### src/logic/iir_pkg.sv
package iir_pkg;

   // Raw sample from the converter, two's complement
   localparam int INPUT_WIDTH = 12;

   // Fraction bits appended to each raw sample
   localparam int F_BITS = 4;

   // Aligned sample and biquad input delays, SBF 14.4
   localparam int DLY_WIDTH = 18;

   // Biquad outputs and final result, SBF 17.4
   localparam int OUTPUT_WIDTH = 21;

   // Coefficient scaling, 1.0 maps to 2**COEF_WIDTH
   localparam int COEF_WIDTH = 10;

   // Signed width of every accumulator and of the gain product
   localparam int ACC_WIDTH = 32;

   // Slice kept from an accumulator, shift right by the coefficient scale
   localparam int L_BIT = COEF_WIDTH;
   localparam int H_BIT = L_BIT + OUTPUT_WIDTH - 1;

   // Clock-enable edges from sampling a value to its result
   // Input reg, section 1, interstage, section 2, result reg
   localparam int PIPE_DEPTH = 5;

   // Feedforward taps shared by both sections, 1 2 1 in SBF 0.10
   localparam int FF0 = 1 << COEF_WIDTH;
   localparam int FF1 = 2 << COEF_WIDTH;
   localparam int FF2 = 1 << COEF_WIDTH;

   // Section 1 feedback, about 0.329 and 0.0646
   localparam int FB11 = 337;
   localparam int FB12 = 66;

   // Section 2 feedback, about 0.4531 and 0.4663
   localparam int FB21 = 464;
   localparam int FB22 = 478;

   // Overall gain, about 0.1672
   localparam int GAIN = 171;

endpackage

### src/logic/biquad_cascade.sv
`timescale 1ns/1ps

module biquad_cascade
#(
   parameter int fb11 = iir_pkg::FB11,
   parameter int fb12 = iir_pkg::FB12,
   parameter int fb21 = iir_pkg::FB21,
   parameter int fb22 = iir_pkg::FB22
)
(
   input  logic                                    clk,
   input  logic                                    reset,
   input  logic                                    clken,
   input  logic signed [iir_pkg::DLY_WIDTH-1:0]    xn,
   output logic signed [iir_pkg::OUTPUT_WIDTH-1:0] cascade_out
);

   import iir_pkg::*;

   // Section 1 output, SBF 17.4
   logic signed [OUTPUT_WIDTH-1:0] sec1_y;

   // Interstage register feeding section 2, SBF 14.4
   logic signed [DLY_WIDTH-1:0] interstage;

   // First pole pair
   iir_biquad #(
      .fb1 (fb11),
      .fb2 (fb12)
   ) section1 (
      .clk   (clk),
      .reset (reset),
      .clken (clken),
      .x     (xn),
      .y     (sec1_y)
   );

   // Truncate back to the input delay width
   // Top three integer bits are dropped, so large values wrap
   always_ff @(posedge clk)
   begin
      if (reset)
      begin
         interstage <= '0;
      end
      else if (clken)
      begin
         interstage <= sec1_y[DLY_WIDTH-1:0];
      end
   end

   // Second pole pair, output goes straight to the gain stage
   iir_biquad #(
      .fb1 (fb21),
      .fb2 (fb22)
   ) section2 (
      .clk   (clk),
      .reset (reset),
      .clken (clken),
      .x     (interstage),
      .y     (cascade_out)
   );

endmodule

### src/logic/butterworth_iir.sv
`timescale 1ns/1ps

module butterworth_iir
#(
   parameter int fb11 = iir_pkg::FB11,
   parameter int fb12 = iir_pkg::FB12,
   parameter int fb21 = iir_pkg::FB21,
   parameter int fb22 = iir_pkg::FB22,
   parameter int gain = iir_pkg::GAIN
)
(
   input  logic                                    clk,
   input  logic                                    reset,
   input  logic                                    clken,
   input  logic signed [iir_pkg::INPUT_WIDTH-1:0]  x,
   output logic signed [iir_pkg::OUTPUT_WIDTH-1:0] result,
   output logic                                    result_valid
);

   import iir_pkg::*;

   // Aligned sample, SBF 14.4
   logic signed [DLY_WIDTH-1:0] xn;
   // Unscaled filter output, SBF 17.4
   logic signed [OUTPUT_WIDTH-1:0] cascade_out;

   // Input side, one strobe edge
   sample_conditioner i_sample_conditioner (
      .clk   (clk),
      .reset (reset),
      .clken (clken),
      .x     (x),
      .xn    (xn)
   );

   // Two second-order sections, three strobe edges
   biquad_cascade #(
      .fb11 (fb11),
      .fb12 (fb12),
      .fb21 (fb21),
      .fb22 (fb22)
   ) i_biquad_cascade (
      .clk         (clk),
      .reset       (reset),
      .clken       (clken),
      .xn          (xn),
      .cascade_out (cascade_out)
   );

   // Output side, gain and fill flag
   gain_scaler #(
      .gain (gain)
   ) i_gain_scaler (
      .clk          (clk),
      .reset        (reset),
      .clken        (clken),
      .cascade_out  (cascade_out),
      .result       (result),
      .result_valid (result_valid)
   );

endmodule

### src/logic/gain_scaler.sv
`timescale 1ns/1ps

module gain_scaler
#(
   parameter int gain = iir_pkg::GAIN
)
(
   input  logic                                    clk,
   input  logic                                    reset,
   input  logic                                    clken,
   input  logic signed [iir_pkg::OUTPUT_WIDTH-1:0] cascade_out,
   output logic signed [iir_pkg::OUTPUT_WIDTH-1:0] result,
   output logic                                    result_valid
);

   import iir_pkg::*;

   localparam int out_ext = ACC_WIDTH - OUTPUT_WIDTH;
   localparam int cnt_width = $clog2(PIPE_DEPTH);
   // Last count before the flag goes up
   localparam logic [cnt_width-1:0] fill_last = cnt_width'(PIPE_DEPTH - 1);

   // Gain in SBF 0.10 at product width
   localparam logic signed [ACC_WIDTH-1:0] gain_c = ACC_WIDTH'(gain);

   logic signed [ACC_WIDTH-1:0] cascade_ext;
   logic signed [ACC_WIDTH-1:0] product;

   // Strobe edges seen since reset, stops at fill_last
   logic [cnt_width-1:0] fill_cnt;

   assign cascade_ext = {{out_ext{cascade_out[OUTPUT_WIDTH-1]}}, cascade_out};
   assign product = cascade_ext * gain_c;

   // Result register, same slice as inside the biquads
   always_ff @(posedge clk)
   begin
      if (reset)
      begin
         result <= '0;
      end
      else if (clken)
      begin
         result <= product[H_BIT:L_BIT];
      end
   end

   // Pipeline fill
   // Flag rises on the fifth strobe edge, then sticks until reset
   always_ff @(posedge clk)
   begin
      if (reset)
      begin
         fill_cnt     <= '0;
         result_valid <= 1'b0;
      end
      else if (clken)
      begin
         if (fill_cnt == fill_last)
         begin
            result_valid <= 1'b1;
         end
         else
         begin
            fill_cnt <= fill_cnt + 1'b1;
         end
      end
   end

endmodule

### src/logic/iir_biquad.sv
`timescale 1ns/1ps

module iir_biquad
#(
   parameter int fb1 = iir_pkg::FB11,
   parameter int fb2 = iir_pkg::FB12
)
(
   input  logic                                    clk,
   input  logic                                    reset,
   input  logic                                    clken,
   input  logic signed [iir_pkg::DLY_WIDTH-1:0]    x,
   output logic signed [iir_pkg::OUTPUT_WIDTH-1:0] y
);

   import iir_pkg::*;

   // Extension widths up to the accumulator
   localparam int dly_ext = ACC_WIDTH - DLY_WIDTH;
   localparam int out_ext = ACC_WIDTH - OUTPUT_WIDTH;

   // Coefficients at accumulator width, SBF 0.10 scaling
   localparam logic signed [ACC_WIDTH-1:0] ff0_c = ACC_WIDTH'(FF0);
   localparam logic signed [ACC_WIDTH-1:0] ff1_c = ACC_WIDTH'(FF1);
   localparam logic signed [ACC_WIDTH-1:0] ff2_c = ACC_WIDTH'(FF2);
   localparam logic signed [ACC_WIDTH-1:0] fb1_c = ACC_WIDTH'(fb1);
   localparam logic signed [ACC_WIDTH-1:0] fb2_c = ACC_WIDTH'(fb2);

   // Input delay line, SBF 14.4
   logic signed [DLY_WIDTH-1:0] x1;
   logic signed [DLY_WIDTH-1:0] x2;

   // Second output delay, y itself serves as the first
   logic signed [OUTPUT_WIDTH-1:0] y2;

   // Operands sign-extended to accumulator width
   logic signed [ACC_WIDTH-1:0] x0_ext;
   logic signed [ACC_WIDTH-1:0] x1_ext;
   logic signed [ACC_WIDTH-1:0] x2_ext;
   logic signed [ACC_WIDTH-1:0] y1_ext;
   logic signed [ACC_WIDTH-1:0] y2_ext;

   // Five-term sum, wraps at 32 bits
   logic signed [ACC_WIDTH-1:0] acc;

   assign x0_ext = {{dly_ext{x[DLY_WIDTH-1]}}, x};
   assign x1_ext = {{dly_ext{x1[DLY_WIDTH-1]}}, x1};
   assign x2_ext = {{dly_ext{x2[DLY_WIDTH-1]}}, x2};
   assign y1_ext = {{out_ext{y[OUTPUT_WIDTH-1]}}, y};
   assign y2_ext = {{out_ext{y2[OUTPUT_WIDTH-1]}}, y2};

   // Direct form I
   // Numerator taps on the inputs, denominator taps on past outputs
   assign acc = ff0_c * x0_ext
              + ff1_c * x1_ext
              + ff2_c * x2_ext
              - fb1_c * y1_ext
              - fb2_c * y2_ext;

   // All state advances together on the strobe
   always_ff @(posedge clk)
   begin
      if (reset)
      begin
         x1 <= '0;
         x2 <= '0;
         y  <= '0;
         y2 <= '0;
      end
      else if (clken)
      begin
         // Drop the coefficient fraction, keep SBF 17.4
         y  <= acc[H_BIT:L_BIT];
         // Shift both delay lines by one sample
         x1 <= x;
         x2 <= x1;
         y2 <= y;
      end
   end

endmodule

### src/logic/sample_conditioner.sv
`timescale 1ns/1ps

module sample_conditioner
(
   input  logic                                   clk,
   input  logic                                   reset,
   input  logic                                   clken,
   input  logic signed [iir_pkg::INPUT_WIDTH-1:0] x,
   output logic signed [iir_pkg::DLY_WIDTH-1:0]   xn
);

   import iir_pkg::*;

   // Integer bits to add above the raw sample
   localparam int sign_bits = DLY_WIDTH - INPUT_WIDTH - F_BITS;

   // Aligned form of the current sample before the register
   logic signed [DLY_WIDTH-1:0] x_aligned;

   // Sign extension to 14 integer bits
   // Zero fraction below, so the value is 16 times x
   assign x_aligned = {{sign_bits{x[INPUT_WIDTH-1]}}, x, {F_BITS{1'b0}}};

   // Input register
   // First stage of the pipeline, loads only on the sample strobe
   always_ff @(posedge clk)
   begin
      if (reset)
      begin
         xn <= '0;
      end
      else if (clken)
      begin
         xn <= x_aligned;
      end
   end

endmodule

### config.mk
export PLATFORM = sky130hd
export DESIGN_NAME = butterworth_iir
export DESIGN_NICKNAME = d
export VERILOG_FILES = /design/src/logic/iir_pkg.sv /design/src/logic/biquad_cascade.sv /design/src/logic/butterworth_iir.sv /design/src/logic/gain_scaler.sv /design/src/logic/iir_biquad.sv /design/src/logic/sample_conditioner.sv
export SDC_FILE = /design/constraint.sdc
export NUM_CORES = 1
export LEC_CHECK = 0
export BUFFER_PORTS_ARGS = -buffer_cell sky130_fd_sc_hd__buf_2
export CAP_MARGIN = 20
export CORE_ASPECT_RATIO = 0.9
export CORE_MARGIN = 2
export CORE_UTILIZATION = 55
export CTS_CLUSTER_DIAMETER = 200
export DETAILED_ROUTE_END_ITERATION = 10
export GPL_TIMING_DRIVEN = 0
export PLACE_DENSITY = 0.74
export SETUP_SLACK_MARGIN = 0.3
export SLEW_MARGIN = 20
export SYNTH_ARGS = -nofsm -noshare
export SYNTH_HDL_FRONTEND = slang
export SYNTH_HIERARCHICAL = 1
export SYNTH_SLANG_ARGS = --single-unit
### constraint.sdc
create_clock -name clk -period 7.7 [get_ports clk]
set_input_delay 1.54 -clock clk [delete_from_list [all_inputs] [get_ports clk]]
set_output_delay 1.54 -clock clk [all_outputs]
set_load 0.01 [all_outputs]
* Yosys cells after proc, flatten, opt, wreduce, memory -nomap -nowiden
Index checks and enable logic that the tools add are counted.
** Word-level totals
- Bits in registers :: 199
- Output and inout bits :: 22
- Word-level logic and storage cells :: 31
** Operators by class
- Add/subtract/negate cells :: 9
- Reduce and logical (&&, ||, !) cells :: 2
- Multiply operators :: 5
- Equality and inequality tests :: 1
- Bitwise gates (word level) :: 1
** Operator list (count)
- 31-bit subtractor :: 2
- 30-bit by 28-bit adder with 31-bit output :: 1
- 10-bit by 21-bit multiplier with 31-bit output, first input constant :: 1
- 29-bit by 31-bit subtractor with 31-bit output :: 1
- 31-bit by 29-bit subtractor with 31-bit output :: 1
- 28-bit by 29-bit adder with 30-bit output :: 1
- 21-bit by 9-bit multiplier with 30-bit output, second input constant :: 1
- 9-bit by 21-bit multiplier with 30-bit output, first input constant :: 1
- 28-bit by 26-bit adder with 29-bit output :: 1
- 26-bit by 27-bit adder with 28-bit output :: 1
- 7-bit by 21-bit multiplier with 28-bit output, first input constant :: 1
- 6-bit by 21-bit multiplier with 27-bit output, first input constant :: 1
- 2-bit AND reduction :: 2
- 3-bit by 1-bit adder with 3-bit output, second input constant :: 1
- 3-bit equality test, second input constant :: 1
- 1-bit NOT :: 1

* Logic depth before layout (Yosys ltp)
Gate-level depths: netlist (run 1).
- Word-level depth :: 4
- Gate-level depth with buffers :: 33

* Hierarchy
The synthesis (run 1) kept the hierarchy.
** By module, submodules not included
- iir_biquad at i_biquad_cascade.section2 :: sequential area each 1561.5 sq um, cells each 1272, area each 12443.2 sq um, instances 1
- iir_biquad at i_biquad_cascade.section1 :: sequential area each 1561.5 sq um, cells each 1093, area each 10003.3 sq um, instances 1
- gain_scaler :: sequential area each 480.5 sq um, cells each 533, area each 4569.4 sq um, instances 1
- biquad_cascade :: sequential area each 360.3 sq um, cells each 58, area each 649.4 sq um, instances 1
- sample_conditioner :: sequential area each 240.2 sq um, cells each 45, area each 469.2 sq um, instances 1

* Least setup slack after synthesis (run 1)
OpenSTA, ideal clock, no wires.
- Path kind :: register -> register
- Start :: reg i_biquad_cascade.section2.y2[7]
- End :: reg i_biquad_cascade/section2/y[20] in the netlist's numbering
- Setup time :: 0.086 ns
- Cell stages (with the launch flop) :: 30
- Clock period less this slack :: 8.108 ns
- Required time :: 7.614 ns
- Setup slack :: -0.408 ns
- Arrival :: 8.022 ns
- Buffers on the path :: 0
- Cell sequence :: dfxtp_1 fa_1 fa_1 inv_1 fa_1 fa_1 inv_1 ha_1 a21oi_1 o22ai_1 and4_1 or2_2 a211oi_1 o21bai_1 a21oi_1 xor2_1 fa_1 fa_1 inv_1 fa_1 inv_1 ha_1 or4_1 a41o_1 nor3_1 a221oi_2 o41ai_2 xnor3_1 xnor2_1 a211oi_1
** Between the ends
- Longest elaborated chain between the ends :: 2
** Ends and longest elaborated chain
- start, declared :: line iir_biquad.sv:34 : logic signed [OUTPUT_WIDTH-1:0] y2;
- start signal, assigned :: line iir_biquad.sv:77 : y2 <= y;
- 9-bit by 21-bit multiplier with 30-bit output :: line iir_biquad.sv:58 : - fb2_c * y2_ext;
- 31-bit subtractor :: line iir_biquad.sv:58
- end signal, assigned :: line iir_biquad.sv:73 : y <= acc[H_BIT:L_BIT];
- end, declared :: line iir_biquad.sv:13 : output logic signed [iir_pkg::OUTPUT_WIDTH-1:0] y
No other way between the ends.
A chain may end at the register's enable or synchronous reset.

* Final worst setup path (run 1)
- Start :: reg i_biquad_cascade.section2.y2[5]
- End :: reg i_biquad_cascade/section2/y[20] in the netlist's numbering
Same word-level chain as after synthesis.

==> results_dict.tcl, run 1 <==
set metrics [dict create \
    synth_edf_count 0 \
    status "complete, but fails checks" \
    yosysUniqueCellTypes 90 \
    synthCells 3001 \
    yosysTopAreaCellShare 0.2697 \
    cp-start-kind "flip-flop" \
    required_ps 8150 \
    end_kind "flip-flop" \
    via_per_inst 5.386 \
    grt_pass1_wl_mm 107.7 \
    cts_tree "built" \
    timing.fmax_mhz 124.9 \
    yosys_warnings 6 \
    dp_slack_ps -629.0 \
    timing.final.ws_setup_ps -303.8 \
    cts_max_level 1 \
    grt_pass1_vias 21960 \
    wl_per_cell_um 16.80 \
    max-cap-violations 0 \
    vias 20550 \
    worst_pin_slew_ps 1099 \
    antenna_found_initial 0 \
    postCtsHoldBufs 0 \
    drt_iter0_markers 1142 \
    area_growth_pct 11.74 \
    drt_pre_antenna_iters 7 \
    rsz0062_at_grt "yes" \
    path_max_fanout 4 \
    drive_gt1_frac 0.1062 \
    chipWidth_um 242.4 \
    drc_errors 0 \
    synthTopCellsByCount "inv_1 (766), ha_1 (462), fa_1 (379), nor2_1 (262), dfxtp_1 (210)" \
    yosysSeqAreaShare 0.1494 \
    synth_area_per_cell_um2 9.375 \
    cp.arrival_ps 8460 \
    cts_buffer_depth 3 \
    grt_max_degree 24 \
    final_max_slew_viol_count 0 \
    slowest_delay_ps 540 \
    critPathBufInv 5 \
    relSlewSlack 0.2671 \
    antenna_cells 0 \
    start_util 0.5576 \
    grt_use_total 0.2483 \
    root_buffer "clkbuf_16" \
    dpl.hpwl_mm 50.57 \
    period_needed_ps 8004 \
    hold_viol_final 0 \
    setup_viol 5 \
    hold_class "flip-flop to flip-flop" \
    yosysMostFrequentCell "inv_1" \
    period_share 1.039 \
    nNetsFinal 3975 \
    ys.flop_type "dfxtp_1" \
    numCtsBuffers 23 \
    core_um2 50460 \
    stdcell_count 3815 \
    gp_congestion 0.9387 \
    rows 78 \
    die_area_um2 52980 \
    crit_top_cell "fa_1" \
    syn_area_um2 28130 \
    ys_top_cells_by_area "fa_1 (27%), ha_1 (21%), dfxtp_1 (15%), inv_1 (10%), mux2i_1 (6.0%)" \
    synth-async-reset-ratio 0 \
    clk_latency_ps 550 \
    overflow 0 \
    dpl.cell_count 3720 \
    drt-total-wl_mm 64.10 \
    crit_family "adder cells" \
    num_io_pins 37 \
    clock-sinks 210 \
    io_buffers 36 \
    slowest_stage "fa_2" \
    clk_pin_slew_ps 60 \
    die_h_um 218.6 \
    path_class "flip-flop to flip-flop" \
    synth_area_leader_cell "fa_1" \
    failed_checks "negative setup slack" \
    clock-skew-final_ps 17.93 \
    ant_nets 0 \
    synth.ff_latch_count 210 \
]
-- sequential cells by signal, indices dropped and copies added (netlist names), 3 cells and up --
name and flops:
i_biquad_cascade/section1/y2 21, i_biquad_cascade/section2/y2 21, i_gain_scaler/fill_cnt 3, i_biquad_cascade/section1/y 21, i_biquad_cascade/section1/x1 18, i_biquad_cascade/section2/y 21
i_biquad_cascade/section2/x2 18, i_gain_scaler/result 20, i_biquad_cascade/section1/x2 18, i_sample_conditioner/xn 12, i_biquad_cascade/interstage 18, i_biquad_cascade/section2/x1 18
-- layout make-up --
type	instances	area, um^2
plain buffers	59	289.0
inverters	767	2882
well taps	680	850.8
fillers	4076	19020
flip-flops and latches	210	4314
repair buffers	90	634.4
clock buffers	29	618.1
multi-input cells	1968	21640
clock inverters	12	205.2
-- tightest hold or removal path: stages, from the launching register on --
cell and delay (ps):
dfxtp_1 320, nand2_1 40, o21ai_0 50
-- path summary, 6_finish.rpt --
| kind | startpoint | to | slack [ps] | cells past startpoint |
|---|---|---|---|---|
| setup / recovery | i_biquad_cascade/section2/y2[5] | i_biquad_cascade/section2/y[20] | -300 | 30 |
| hold / removal | i_gain_scaler/result[5] | i_gain_scaler/result[5] | 450 | 2 |
| setup reg to reg | i_biquad_cascade/section2/y2[5] | i_biquad_cascade/section2/y[20] | -300 | 30 |
| hold reg to reg | i_gain_scaler/result[5] | i_gain_scaler/result[5] | 450 | 2 |
-- per-stage QoR --
stage,hold slack (ps),area (um^2),setup TNS (ps),util
after global placement,435.2,29320,-1250,0.5811
final,448.1,31440,-734.5,0.6230
after floorplan,460.4,28290,0,-
after global routing,480.1,31440,-2667,0.6230
after detailed placement,439.1,29320,-2204,0.5811
after CTS,453.7,30880,-331.3,0.6119
-- cells by family (layout without fill, tap and decap cells) --
group	after synthesis	in the layout	synth area share
buf+inv	826	957	0.1126
compound gates	357	357	0.08743
flops	210	210	0.1494
other cells	1	4	0.0001333
xor+xnor	119	119	0.03753
simple gates	477	477	0.07720
mux	170	170	0.06053
fa+ha+maj	841	841	0.4751
-- per-layer routing --
metal	up-vias	track usage	wire length (um)
li1	9793	-	-
met5	-	0	0
met3	121	0.02333	2504
met2	427	0.4550	32440
met1	10210	0.3133	27420
met4	0	0.06646	1736
-- timing repair --
action / 4_1_cts / 5_1_grt
endpoints found under the setup margin: 20 / 23
hold endpoints to repair: 0 / 0
setup buffers: 33 / 21
gates resized for setup: 111 / 92
pin swaps: 77 / 74
gates cloned: 0 / 0
-- placed cells by master (no fill, tap or decap), types with 10 or more instances in the layout --
cell       netlist  routed
buf_1           16      16
o21a_1          25      25
xnor2_1         71      68
nor2_1         262     257
nand2_1         61      59
xor2_1          47      45
a21oi_2          2      12
a211oi_1        18      11
mux2i_1        169     169
a21oi_1         95      83
nor2b_1         11      11
buf_2            4      40
a31oi_1         12      10
ha_4             0      27
ha_1           462     430
buf_6            2      15
nand2b_1        17      16
buf_4            8      49
clkbuf_16        0      23
fa_1           379     372
o21bai_1        19      15
o21ai_0         61      49
dfxtp_2          0      10
nor3_1          26      23
dfxtp_4          0      26
and3_1          22      16
nand3_1         22      19
clkbuf_1        27      31
a21o_1          34      33
inv_1          766     750
inv_2            0      15
dfxtp_1        210     174
Power of run 1 is left out: the tool's default activity adds up to more than one toggle a clock period on the data nets, which glitch-free logic cannot reach.
==> run 2, diff against run 1 <==
--- a/config.mk
+++ b/config.mk
@@ -6,14 +6,12 @@
 export NUM_CORES = 1
 export LEC_CHECK = 0
 export BUFFER_PORTS_ARGS = -buffer_cell sky130_fd_sc_hd__buf_2
-export CAP_MARGIN = 20
 export CORE_ASPECT_RATIO = 0.9
 export CORE_MARGIN = 2
-export CORE_UTILIZATION = 55
+export CORE_UTILIZATION = 25
 export CTS_CLUSTER_DIAMETER = 200
 export DETAILED_ROUTE_END_ITERATION = 10
 export GPL_TIMING_DRIVEN = 0
-export PLACE_DENSITY = 0.74
 export SETUP_SLACK_MARGIN = 0.3
 export SLEW_MARGIN = 20
 export SYNTH_ARGS = -nofsm -noshare
==> results_dict.tcl, run 2 (same netlist as run 1, synthesis figures left out) <==
set metrics [dict create \
    status "complete, but fails checks" \
    failed_checks "negative setup slack" \
    drt_pre_antenna_iters 5 \
    postCtsHoldBufs 0 \
    finalSetupTns_ps -186.9 \
    end_kind "flip-flop" \
    antenna_found_initial 0 \
    timing.fmax_mhz 127.9 \
    timing.final.ws_setup_ps -117.9 \
    area_growth_pct 14.42 \
    antenna_cells 0 \
    start_util 0.2524 \
    crit_top_cell "fa_1" \
    root_buffer "clkbuf_16" \
    overflow 0 \
    grt_max_degree 24 \
    chipWidth_um 357.6 \
    multi_input_area_um2 21480 \
    die_area_um2 115200 \
    dp_slack_ps -646.3 \
    placedInstanceArea_um2 30320 \
    clock-sinks 210 \
    critPathLaunch "i_biquad_cascade/section2/y2[8]" \
    setup_viol 3 \
    rr_startpoint "i_biquad_cascade/section2/y2[8]" \
    clk_latency_ps 550 \
    stdcell_count 4607 \
    rsz0062_at_grt "yes" \
    hp-start "i_gain_scaler/result[1]" \
    grt_use_total 0.1106 \
    ant_nets 0 \
    seqCellArea_um2 4302 \
    drt-total-wl_mm 61.55 \
    drc_errors 0 \
    cp-start-kind "flip-flop" \
    final_cell_mix "inv_1 (753), ha_1 (435), fa_1 (374)" \
    final_max_slew_viol_count 0 \
    via_per_inst 4.287 \
    design_area_um2 32190 \
    dpl.cell_count 4515 \
    grt_pass1_vias 20390 \
    numCtsBuffers 23 \
    slowest_delay_ps 550 \
    cp.arrival_ps 8270 \
    clock-skew-final_ps 15.74 \
    grt_pass1_wl_mm 105.3 \
    cts_tree "built" \
    num_io_pins 37 \
    cts_max_level 1 \
    vias 19750 \
    layout_commonest_cell "inv_1" \
    hold_class "flip-flop to flip-flop" \
    nNetsFinal 3972 \
    die_h_um 322.3 \
    slowest_stage "fa_2" \
    clk_pin_slew_ps 60 \
    fillers 11830 \
    drt_iter0_markers 934 \
    max-cap-violations 0 \
    gp_congestion 0.8426 \
    worst_pin_slew_ps 1039 \
    relSlewSlack 0.3072 \
    core_um2 111500 \
    dpl.hpwl_mm 49.46 \
    required_ps 8160 \
    path_class "flip-flop to flip-flop" \
    rows 116 \
    period_needed_ps 7818 \
    wl_per_cell_um 13.36 \
    hold_viol_final 0 \
    period_share 1.015 \
    drive_gt1_frac 0.09674 \
    io_buffers 36 \
    cts_buffer_depth 3 \
    path_max_fanout 6 \
]
run 2: cell count changes in the layout (fill, tap and decap cells not counted), sizes merged:
cell / previous run / this run
buf: 121 / 118
clkbuf: 57 / 60
inv: 770 / 768
bufinv: 5 / 4
run 2: cell type report:
type | count | area share
multi-input combinational | 1968 | 0.6671
tap | 1475 | 0.05733
timing repair buffer | 87 | 0.01796
clock inverter | 9 | 0.005014
buffer | 59 | 0.008978
sequential | 210 | 0.1336
clock buffer | 32 | 0.02048
inverter | 767 | 0.08951
run 2: what timing repair did:
action / CTS / global route
buffers inserted: 30 / 21
endpoints found under the setup margin: 20 / 25
cloned: 0 / 0
pin swaps: 58 / 47
gates resized for setup: 94 / 58
run 2: path summary, 6_finish.rpt:
kind / to / slack, ps / cells after the start
hold / removal: i_gain_scaler/result[1] / 440 / 2
hold reg to reg: i_gain_scaler/result[1] / 440 / 2
setup / recovery: i_biquad_cascade/section2/y[20] / -120 / 29
setup reg to reg: i_biquad_cascade/section2/y[20] / -120 / 29
run 2: critical path: cells and delay by family (launching register included):
family	cells	cell delay, ps
xor gates and xnor gates	3	680
and+or+nand+nor	5	1030
buffers and inverters	4	200
AOI/OAI and AO/OA	8	1560
adders and majority gates	9	3870
DFF	1	370
run 2: through the flow:
| step | hold WS [ps] | util |
|---|---|---|
| 6_report | 443.7 | 0.2888 |
| 5_1_grt | 473.2 | 0.2888 |
| 4_1_cts | 451.4 | 0.2850 |
| 3_5_place_dp | 437.3 | 0.2720 |
| 3_3_place_gp | 433.8 | 0.2720 |
| 2_1_floorplan | 460.4 | - |
run 2: metal layers:
layer  GRT usage  wire length [um]  up-vias
met1      0.1599             30780     9653
li1            -                 -     9785
met3     0.01403              2207       56
met5           0                 0        -
met4     0.01590               891        0
met2      0.1789             27670      254
Power of run 2 is left out for the same reason.
